$ cat config.mk
export PLATFORM = sky130hd
export DESIGN_NAME = tft_spi_top
export DESIGN_NICKNAME = d
export VERILOG_FILES = /design/src/source/tft_spi_pkg.sv /design/src/source/tft_spi_fsm.sv /design/src/source/tft_spi_timer.sv /design/src/source/tft_spi_shifter.sv /design/src/source/tft_spi_top.sv
export SDC_FILE = /design/constraint.sdc
export NUM_CORES = 1
export LEC_CHECK = 0
export ABC_CLOCK_PERIOD_IN_PS = 1800
export BUFFER_PORTS_ARGS = -buffer_cell sky130_fd_sc_hd__buf_2
export CAP_MARGIN = 20
export CORE_UTILIZATION = 30
export CTS_BUF_LIST = sky130_fd_sc_hd__clkbuf_16
export DETAILED_ROUTE_END_ITERATION = 12
export GPL_ROUTABILITY_DRIVEN = 0
export SLEW_MARGIN = 20
export SYNTH_ARGS = -nofsm -noshare
export SYNTH_HDL_FRONTEND = slang
export SYNTH_HIERARCHICAL = 1
export SYNTH_SLANG_ARGS = --single-unit
$ cat constraint.sdc
create_clock -name clk -period 1.8 [get_ports clk]
set_clock_uncertainty 0.05 [all_clocks]
set_input_delay 0.18 -clock clk [delete_from_list [all_inputs] [get_ports clk]]
set_output_delay 0.18 -clock clk [all_outputs]
set_load 0.1 [all_outputs]
$ cat src/source/tft_spi_pkg.sv
`default_nettype none

package tft_spi_pkg;

    // one frame word, seen either as a raw shift word or as cycle/payload
    typedef union packed {
        logic [15:0] raw;
        struct packed {
            logic [7:0] cycle;   // sent first
            logic [7:0] payload;
        } fields;
    } tft_frame_t;

    // RA8875 cycle codes, upper byte of the frame
    localparam logic [7:0] cyc_cmd_write   = 8'h80;
    localparam logic [7:0] cyc_data_write  = 8'h00;
    localparam logic [7:0] cyc_data_read   = 8'h40;
    localparam logic [7:0] cyc_status_read = 8'hC0;

    // clk cycles per half sclk period
    localparam int clk_div_default = 2;

    localparam int frame_bits = 16;

endpackage

`default_nettype wire

$ cat src/source/tft_spi_fsm.sv
`timescale 1ns/1ps
`default_nettype none

module tft_spi_fsm import tft_spi_pkg::*; (
    input  wire        clk,
    input  wire        nrst,
    input  wire        wi,
    input  wire        delay,
    input  tft_frame_t in,
    input  wire        fall_tick,
    input  wire        bit_last,

    output logic       run,
    output logic       load,
    output logic       shift_en,
    output logic       capture_en,
    output logic       update,
    output logic       busy,
    output logic       done,
    output logic       chip_select
);

    typedef enum logic [1:0] {
        st_idle   = 2'd0,
        st_load   = 2'd1,
        st_output = 2'd2,
        st_finish = 2'd3
    } state_t;

    state_t state, next_state;
    logic   read_q, read_d;
    logic   frame_end;

    // sclk falling at the end of bit 15
    assign frame_end = (state == st_output) && fall_tick && bit_last;

    always_ff @(posedge clk) begin
        if (!nrst) begin
            state  <= st_idle;
            read_q <= 1'b0;
            done   <= 1'b0;
        end else begin
            state  <= next_state;
            read_q <= read_d;
            done   <= frame_end; // high for the first finish cycle only
        end
    end

    // frame kind, decoded while the shifter loads
    always_comb begin
        read_d = read_q;
        if (state == st_load) begin
            case (in.fields.cycle)
                cyc_data_read: read_d = 1'b1;
                default:       read_d = 1'b0; // writes and status reads keep nothing
            endcase
        end
    end

    always_comb begin
        next_state = state;
        case (state)
            st_idle: begin
                if (wi && !delay) begin
                    next_state = st_load;
                end
            end
            st_load: begin
                next_state = st_output;
            end
            st_output: begin
                if (frame_end) begin
                    next_state = st_finish;
                end
            end
            st_finish: begin
                // held request gives a single frame
                if (!wi) begin
                    next_state = st_idle;
                end
            end
            default: begin
                next_state = st_idle;
            end
        endcase
    end

    assign run         = (state == st_output);
    assign load        = (state == st_load);
    assign shift_en    = (state == st_output);
    assign capture_en  = (state == st_output) && read_q;
    assign update      = frame_end && read_q; // miso_out changes at the finish edge
    assign busy        = (state == st_load) || (state == st_output);
    assign chip_select = !busy;

endmodule

`default_nettype wire

$ cat src/source/tft_spi_timer.sv
`timescale 1ns/1ps
`default_nettype none

module tft_spi_timer import tft_spi_pkg::*; #(
    parameter int clk_div = clk_div_default
) (
    input  wire  clk,
    input  wire  nrst,
    input  wire  run,

    output logic sclk,
    output logic rise_tick,
    output logic fall_tick,
    output logic bit_last
);

    localparam int               cnt_w    = (clk_div > 1) ? $clog2(clk_div) : 1;
    localparam logic [cnt_w-1:0] cnt_top  = cnt_w'(clk_div - 1);
    localparam logic [4:0]       last_bit = 5'(frame_bits - 1);

    logic [cnt_w-1:0] div_cnt;
    logic             sclk_q;
    logic [4:0]       bit_cnt;
    logic             half_end;

    // last clk cycle of each sclk half period
    assign half_end  = run && (div_cnt == cnt_top);
    assign rise_tick = half_end && !sclk_q;
    assign fall_tick = half_end && sclk_q;
    assign bit_last  = (bit_cnt == last_bit);
    assign sclk      = sclk_q;

    always_ff @(posedge clk) begin
        if (!nrst) begin
            div_cnt <= '0;
            sclk_q  <= 1'b0;
            bit_cnt <= '0;
        end else if (!run) begin
            // idle between frames, sclk parked low
            div_cnt <= '0;
            sclk_q  <= 1'b0;
            bit_cnt <= '0;
        end else begin
            if (half_end) begin
                div_cnt <= '0;
                sclk_q  <= !sclk_q;
            end else begin
                div_cnt <= div_cnt + 1'b1;
            end
            if (fall_tick) begin
                bit_cnt <= bit_cnt + 5'd1; // wraps past 15 only as run drops
            end
        end
    end

endmodule

`default_nettype wire

$ cat src/source/tft_spi_shifter.sv
`timescale 1ns/1ps
`default_nettype none

module tft_spi_shifter import tft_spi_pkg::*; (
    input  wire        clk,
    input  wire        nrst,
    input  tft_frame_t in,
    input  wire        miso_in,
    input  wire        load,
    input  wire        shift_en,
    input  wire        capture_en,
    input  wire        update,
    input  wire        rise_tick,
    input  wire        fall_tick,

    output logic       bit_data,
    output logic [7:0] miso_out
);

    tft_frame_t tx_q;
    logic [7:0] rx_q;

    // transmit side, msb first
    always_ff @(posedge clk) begin
        if (!nrst) begin
            tx_q.raw <= '0;
        end else if (load) begin
            tx_q.raw <= in.raw;
        end else if (shift_en && fall_tick) begin
            tx_q.raw <= {tx_q.raw[14:0], 1'b0}; // next bit out as sclk drops
        end
    end

    assign bit_data = tx_q.raw[15];

    // receive side
    // 16 samples per frame, only the final 8 survive
    always_ff @(posedge clk) begin
        if (capture_en && rise_tick) begin
            rx_q <= {rx_q[6:0], miso_in};
        end
    end

    always_ff @(posedge clk) begin
        if (!nrst) begin
            miso_out <= '0;
        end else if (update) begin
            miso_out <= rx_q; // held until the next read frame
        end
    end

endmodule

`default_nettype wire

$ cat src/source/tft_spi_top.sv
`timescale 1ns/1ps
`default_nettype none

module tft_spi_top import tft_spi_pkg::*; #(
    parameter int clk_div = clk_div_default
) (
    input  wire        clk,
    input  wire        nrst,
    input  tft_frame_t in,
    input  wire        wi,
    input  wire        delay,
    input  wire        miso_in,

    output logic [7:0] miso_out,
    output logic       busy,
    output logic       done,
    output logic       chip_select,
    output logic       bit_data,
    output logic       sclk
);

    logic run;
    logic rise_tick;
    logic fall_tick;
    logic bit_last;
    logic load;
    logic shift_en;
    logic capture_en;
    logic update;

    tft_spi_fsm fsm_i (
        .clk         (clk),
        .nrst        (nrst),
        .wi          (wi),
        .delay       (delay),
        .in          (in),
        .fall_tick   (fall_tick),
        .bit_last    (bit_last),
        .run         (run),
        .load        (load),
        .shift_en    (shift_en),
        .capture_en  (capture_en),
        .update      (update),
        .busy        (busy),
        .done        (done),
        .chip_select (chip_select)
    );

    tft_spi_timer #(
        .clk_div (clk_div)
    ) timer_i (
        .clk       (clk),
        .nrst      (nrst),
        .run       (run),
        .sclk      (sclk),
        .rise_tick (rise_tick),
        .fall_tick (fall_tick),
        .bit_last  (bit_last)
    );

    tft_spi_shifter shifter_i (
        .clk        (clk),
        .nrst       (nrst),
        .in         (in),
        .miso_in    (miso_in),
        .load       (load),
        .shift_en   (shift_en),
        .capture_en (capture_en),
        .update     (update),
        .rise_tick  (rise_tick),
        .fall_tick  (fall_tick),
        .bit_data   (bit_data),
        .miso_out   (miso_out)
    );

endmodule

`default_nettype wire

==> summary.md, run 1 <==
| Metric | Value |
|---|---|
| Status | `finished, final reports clean` |
| Internal power | `2270 uW` |
| Vias in the first global route | `about 1200` |
| Hpwl dp | `2270 um` |
| Cells after DPL | `approximately 280` |
| Max Used Layer | `met4` |
| Share of layout cells above drive strength 1 | `0.278` |
| CP max FO | `4` |
| Sequential share of power | `0.359` |
| Gr ovfl total | `0` |
| Worst vdd ir | `1.39 mV` |
| Register bit total from synthesis | `43` |
| Most common cell in the netlist | `dfxtp_1` |
| Synth cell types | `33` |
| Routed wl met2 | `1270 um` |
| Post-route cell area | `0.00229 sq mm` |
| Vias/cell | `roughly 4.5` |
| RSZ-0062 raised after global routing | `yes` |
| Crit. End Element | `output pin` |
| # IOs | `34` |
| Clock tree buffer depth | `2` |
| Cts bufs inserted | `5` |
| Routed wire length | `approximately 3200 um` |
| Slew @ Worst Pin | `0.486 ns` |
| Initial antenna violation count | `0` |
| Most frequent cells after synthesis | `dfxtp_1 (35), mux2i_1 (24), a21oi_1 (17), o21ai_0 (16), nand2_1 (9)` |
| Post-Syn Area | `approximately 0.0018 sq mm` |
| Initial DRC Count | `64` |
| Crit path launch type | `register` |
| H-tree Lvls | `2` |
| Pre-CTS worst setup slack | `-0.0145 ns` |
| CTS tree | `done` |
| Die Wd | `roughly 80 um` |
| Reg2reg end | `shifter_i/tx_q[10]$_SDFFE_PN0P_` |
| Worst reg2reg path startpoint | `fsm_i/state[0]$_SDFFE_PN0P_` |
| Synth-to-layout area growth | `26.8%` |
| WP data arrival | `approximately 1.4 ns` |
| Clock root cell | `clkbuf_16` |
| Clk network pwr share | `0.286` |
| Hold Path Class | `input port to register` |
| Crit path time final | `1.66 ns` |
| Post-route setup slack | `roughly 0.14 ns` |
| Post-synthesis async set-or-reset flop share | `0` |
| Worst Hold Launch | `miso_in` |
| Met3 wire len | `188 um` |
| Logic gate share of total power | `0.355` |
| Syn_nets | `198` |
| Number of synthesized flops with an enable pin | `8` |
| DR vias | `1292` |
| Fmax | `601 MHz` |
| Hold Slack | `between 0.03 and 0.04 ns` |
| Yosys top cell by area | `dfxtp_1` |
| DRT Pass-1 Iters | `5` |
| FF-to-FF path depth | `8` |
| Required @ worst endpoint | `roughly 1.6 ns` |
| Die area | `around 0.0063 sq mm` |
| Yosys top cell area share | `0.388` |
| Worst R2R Setup Slack | `0.14 ns` |
| Synth Warn # | `6` |
| Pin count of the biggest net entering global routing | `17` |
| Post-Syn Area per Cell | `about 11 sq um` |
| Synth Instances | `170` |
| Final nets | `239` |
| Initial core utilization | `0.320` |
| # Post-CTS Setup Buffers | `0` |
| Placed cell area | `0.00213 sq mm` |
| Worst-skew pair later-pin latency | `approximately 0.28 ns` |
| TritonCTS Sinks | `43` |
| Hold path endpoint | `shifter_i/rx_q[0]$_DFFE_PP_` |
| First-pass GRT wire length | `5450 um` |
| Routed WL per cell | `approximately 11 um` |
| Overall routing resource usage | `0.114` |
| Post-Route Setup TNS | `0 ns` |
| Ys flop type | `dfxtp_1` |
| Max_slew headroom | `0.678` |
| DR DRC count | `0` |
| Final hold violation count | `0` |
| ANT nets after route | `0` |
| Pwr dens | `between 1000 and 1500 mW/mm^2` |
| Leakage | `0.00100 uW` |
| Max capacitance violation total | `0` |
| Core area | `between 0.005 and 0.006 sq mm` |
| Endpoints failing setup | `0` |
| Crit Path Class | `register to output pin` |
| Ant. Diodes | `0` |
| Row count | `27` |
| CTS clk-pin slew, worst paths | `0.05 ns` |
| NetSw | `between 1000 and 1500 uW` |
| Switching power share of the total | `0.335` |
| Crit share post-route | `0.925` |
| Top post-synthesis cells by area | `dfxtp_1 (39%), mux2i_1 (13%), edfxtp_1 (13%), ha_1 (4.8%), a21oi_1 (4.7%)` |
| Sequential element share of the synthesized area | `0.520` |
| IO Port Bufs | `33` |
| Worst Hold Depth | `1` |
| Final cell count without fillers | `284` |
| Pins over their slew limit | `0` |
| Die height | `~80 um` |
| WL met1 | `approximately 1600 um` |
==> power groups by stage <==
stage | logic (uW) | clock network [uW] | registers (uW)
2_1_floorplan | 823 | 0 | 1290
3_3_place_gp | 1210 | 0 | 1240
3_5_place_dp | 1210 | 0 | 1240
4_1_cts | 1220 | 1010 | 1220
5_1_grt | 1310 | 1060 | 1240
6_report | 1210 | 976 | 1220
==> metal layers <==
metal  vias to the layer above  track usage
met5                         -            0
met4                         0       0.0491
met3                         5       0.0446
met2                        32        0.155
met1                       577        0.156
li1                        678            -
==> per-stage QoR <==
step	util	power, uW
4_1_cts	0.406	3450
3_5_place_dp	0.377	2460
3_3_place_gp	0.377	2450
6_report	0.406	3410
2_1_floorplan	-	2120
5_1_grt	0.406	3610
==> logic make-up (layout without fill, tap and decap cells) <==
group                      Yosys count  after routing  synth area share
DFF                                 43             43             0.520
and+or+nand+nor                     40             40             0.120
AOI/OAI and AO/OA                   39             39             0.121
muxes                               24             24             0.133
buffers and inverters               14             56            0.0422
adders and majority gates            7              7            0.0484
xor gates and xnor gates             3              3            0.0145
==> worst max-delay path by stage <==
stage,start,slack (ns),end
floorplan,timer_i/sclk$_SDFFE_PN0N_,0.01,shifter_i/miso_out[0]$_SDFFE_PN0P_
global placement,fsm_i/state[0]$_SDFFE_PN0P_,0.05,shifter_i/miso_out[7]$_SDFFE_PN0P_
detailed placement,fsm_i/state[0]$_SDFFE_PN0P_,-0.01,shifter_i/miso_out[1]$_SDFFE_PN0P_
CTS,fsm_i/state[0]$_SDFFE_PN0P_,0.10,shifter_i/rx_q[3]$_DFFE_PP_
global route,fsm_i/state[0]$_SDFFE_PN0P_,-0.008,shifter_i/tx_q[2]$_SDFFE_PN0P_
finish,fsm_i/state[0]$_SDFFE_PN0P_,0.14,chip_select
==> state kept, by name, indices dropped and copies added (netlist names) <==
signal / count
timer_i/sclk: 1
timer_i/bit_cnt: 5
fsm_i/state: 2
fsm_i/read_q: 1
fsm_i/done: 1
shifter_i/tx_q: 16
timer_i/div_cnt: 1
shifter_i/miso_out: 8
shifter_i/rx_q: 8
==> worst max-delay path, stage by stage (launching register included) <==
cell and delay (ns):
dfxtp_1 0.38, inv_1 0.08, buf_4 0.15, ha_4 0.29
clkinvlp_4 0.09, buf_12 0.17
==> area by class of cell <==
| class | count | area, sq um |
|---|---|---|
| inverters | 6 | 26.3 |
| fillers | 547 | 3350 |
| flip-flops and latches | 43 | 942 |
| clock inverters | 3 | 37.5 |
| clock buffers | 5 | 125 |
| multi-input cells | 113 | 808 |
| repair buffers | 42 | 263 |
| well taps | 72 | 90.1 |
==> what timing repair did <==
action | in CTS | in global routing
gates resized for setup | 1 | 1
endpoints found under the setup margin | 6 | 10
hold buffers | 0 | 0
hold endpoints to repair | 0 | 0
==> cells in the final DEF (no fill, tap or decap), types with 2 or more instances in the layout <==
cell type	Yosys	routed
nand3_1	3	3
inv_1	6	6
buf_2	2	31
mux2i_1	24	24
nor2b_1	8	8
clkbuf_16	0	5
nand2_1	9	9
ha_1	7	5
dfxtp_1	35	34
a21oi_1	17	17
nand2b_1	2	2
nor2_1	7	7
buf_4	1	9
edfxtp_1	8	8
buf_12	1	2
o21ai_0	16	16
a21boi_0	2	2
xnor2_1	2	2
(Power assumes the default switching activity.)
==> run 2, diff against run 1 <==
Settings changed: CORE_MARGIN set to 2.
==> run 2 against run 1 <==
Net effect:
- combinational power increased by 4%
- utilization decreased by 0.92 points
- worst setup slack worse by 0.039 ns
- largest cell class unchanged
==> summary.md, run 2 (same netlist as run 1, synthesis figures left out) <==
| Metric | Value |
|---|---|
| Hold Slack | `0.0287 ns (was 0.0372 ns)` |
| # IOs | `34 (unchanged)` |
| Final hold violation count | `0 (unchanged)` |
| First-pass GRT wire length | `5540 um (was 5450 um)` |
| Commonest non-fill, non-tap cell in the layout | `dfxtp_1 (unchanged)` |
| Crit path launch type | `register (unchanged)` |
| Worst R2R Setup Slack | `0.12 ns (was 0.14 ns)` |
| Pwr dens | `1490 mW/mm^2 (about the same)` |
| Vias in the first global route | `1245 (was 1178)` |
| CTS clk-pin slew, worst paths | `0.06 ns (was 0.05 ns)` |
| Max capacitance violation total | `0 (unchanged)` |
| Leakage | `0.00101 uW (was 0.00100 uW)` |
| Crit path time final | `1.70 ns (was 1.66 ns)` |
| Endpoints failing setup | `0 (unchanged)` |
| Die area | `0.00666 sq mm (was 0.00634 sq mm)` |
| TritonCTS Sinks | `43 (unchanged)` |
| Pin count of the biggest net entering global routing | `32 (was 17)` |
| Routed wire length | `3280 um (was 3150 um)` |
| Worst-skew pair later-pin latency | `0.27 ns (was 0.28 ns)` |
| Die Wd | `81.6 um (was 79.6 um)` |
| Overall routing resource usage | `0.110 (was 0.114)` |
| CP max FO | `4 (unchanged)` |
| Clock tree buffer depth | `2 (unchanged)` |
| IO Port Bufs | `33 (unchanged)` |
| Crit. End Element | `output pin (unchanged)` |
| CTS tree | `done (unchanged)` |
| Synth-to-layout area growth | `29.3% (was 26.8%)` |
| Top reg by flops | `shifter_i/tx_q (unchanged)` |
| Post-Route Setup TNS | `0 ns (unchanged)` |
| Critical path depth | `5 (unchanged)` |
| Worst vdd ir | `1.46 mV (was 1.39 mV)` |
| # Post-CTS Setup Buffers | `0 (unchanged)` |
| Worst Setup SP | `fsm_i/state[0]$_SDFFE_PN0P_ (unchanged)` |
| Clock root cell | `clkbuf_16 (unchanged)` |
| Share of layout cells above drive strength 1 | `0.280 (was 0.278)` |
| CP max-delay cell | `dfxtp_1 (unchanged)` |
| Met3 wire len | `170 um (was 188 um)` |
| Gr ovfl total | `0 (unchanged)` |
| Hpwl dp | `2340 um (was 2270 um)` |
| Required @ worst endpoint | `1.57 ns (about the same)` |
| Routed WL per cell | `11.5 um (was 11.1 um)` |
| Delay-heaviest family, CP | `buffers and inverters (unchanged)` |
| Routed wl met2 | `1470 um (was 1270 um)` |
| Pre-CTS worst setup slack | `0.0549 ns (was -0.0145 ns)` |
| Cts bufs inserted | `5 (unchanged)` |
| Hold Path Class | `input port to register (unchanged)` |
| Worst reg2reg path startpoint | `timer_i/bit_cnt[1]$_SDFFE_PN0P_ (was fsm_i/state[0]$_SDFFE_PN0P_)` |
| Reg2reg end | `fsm_i/state[1]$_SDFFE_PN0P_ (was shifter_i/tx_q[10]$_SDFFE_PN0P_)` |
| Ant. Diodes | `0 (unchanged)` |
| WP data arrival | `1.47 ns (was 1.43 ns)` |
| DRT Pass-1 Iters | `4 (was 5)` |
| Final nets | `238 (was 239)` |
| Critical path buffer and inverter count | `4 (unchanged)` |
| H-tree Lvls | `2 (unchanged)` |
| Status | `finished, final reports clean (unchanged)` |
| Post-route setup slack | `0.0962 ns (was 0.135 ns)` |
| Max Used Layer | `met4 (unchanged)` |
| Row count | `28 (was 27)` |
| Most frequent cells in the layout | `dfxtp_1 (34), buf_2 (31), mux2i_1 (24) (unchanged)` |
| Initial core utilization | `0.307 (was 0.320)` |
| Pins over their slew limit | `0 (unchanged)` |
| Critical path destination | `chip_select (unchanged)` |
| Initial DRC Count | `68 (was 64)` |
| Vias/cell | `4.50 (was 4.55)` |
| Fmax | `587 MHz (was 601 MHz)` |
| Biggest regs | `shifter_i/tx_q (16), shifter_i/miso_out (8), shifter_i/rx_q (8) (unchanged)` |
| Crit-path cells | `inv_2 > buf_4 > ha_4 > clkinvlp_4 > buf_12 (was inv_1 > buf_4 > ha_4 > clkinvlp_4 > buf_12)` |
| Crit Path Class | `register to output pin (unchanged)` |
| Slew @ Worst Pin | `0.487 ns (was 0.486 ns)` |
| Initial antenna violation count | `0 (unchanged)` |
| Final Util | `0.397 (was 0.406)` |
| WL met1 | `1610 um (was 1640 um)` |
| DR DRC count | `0 (unchanged)` |
| Largest stage delay, worst path | `0.41 ns (was 0.38 ns)` |
| ANT nets after route | `0 (unchanged)` |
| Core area | `0.00589 sq mm (was 0.00564 sq mm)` |
| DR vias | `1286 (was 1292)` |
| Max FFs per register | `16 (unchanged)` |
| Crit share post-route | `0.947 (was 0.925)` |
| RSZ-0062 raised after global routing | `no (was yes)` |
| Die height | `81.6 um (was 79.6 um)` |
| Max_slew headroom | `0.678 (about the same)` |
| FF-to-FF path depth | `6 (was 8)` |
## run 2: worst min path at each step
| stage | start | to | slack, ns | cells past startpoint |
|---|---|---|---|---|
| after global placement | miso_in | shifter_i/rx_q[0]$_DFFE_PP_ | 0.31 | 1 |
| after floorplan | miso_in | shifter_i/rx_q[0]$_DFFE_PP_ | 0.23 | 0 |
| after CTS | miso_in | shifter_i/rx_q[0]$_DFFE_PP_ | 0.02 | 1 |
| after detailed placement | miso_in | shifter_i/rx_q[0]$_DFFE_PP_ | 0.31 | 1 |
| final | miso_in | shifter_i/rx_q[0]$_DFFE_PP_ | 0.03 | 1 |
| after global routing | miso_in | shifter_i/rx_q[0]$_DFFE_PP_ | 0.02 | 1 |
## run 2: where the power goes
group	switching, uW	internal, uW
Sequential	96.7	1140
Clock	341	653
Combinational	739	520
Total	1180	2310
## run 2: worst reg2reg max path: cells and delay by family (launching register included)
kind	cells	cell delay, ns
flip-flops	1	0.36
multiplexers	1	0.23
AO/OA/AOI/OAI	1	0.38
adder cells (fa/ha/maj)	2	0.34
AND/OR/NAND/NOR	2	0.25
## run 2: per-layer routing
| layer | track usage | up-vias |
|---|---|---|
| li1 | - | 677 |
| met4 | 0.0500 | 0 |
| met1 | 0.142 | 581 |
| met5 | 0 | - |
| met3 | 0.0308 | 2 |
| met2 | 0.170 | 26 |
## run 2: layout make-up
class,instances,area [sq um]
sequential,43,942
tap,75,93.8
clock inverter,3,43.8
fill,596,3550
clock buffer,5,125
multi-input combinational,113,823
inverter,6,28.8
timing repair buffer,41,280
## run 2: per-stage QoR
stage               cell area, sq um  power, uW  std cells
finish                          2340       3490        286
global placement                2150       2480        278
global route                    2340       3700        286
floorplan                       1830       2120        170
detailed placement              2150       2510        278
CTS                             2320       3510        286
## run 2: what timing repair did
action	4_1_cts	5_1_grt
hold buffers	0	0
resized for setup	0	4
endpoints found under the setup margin	0	10
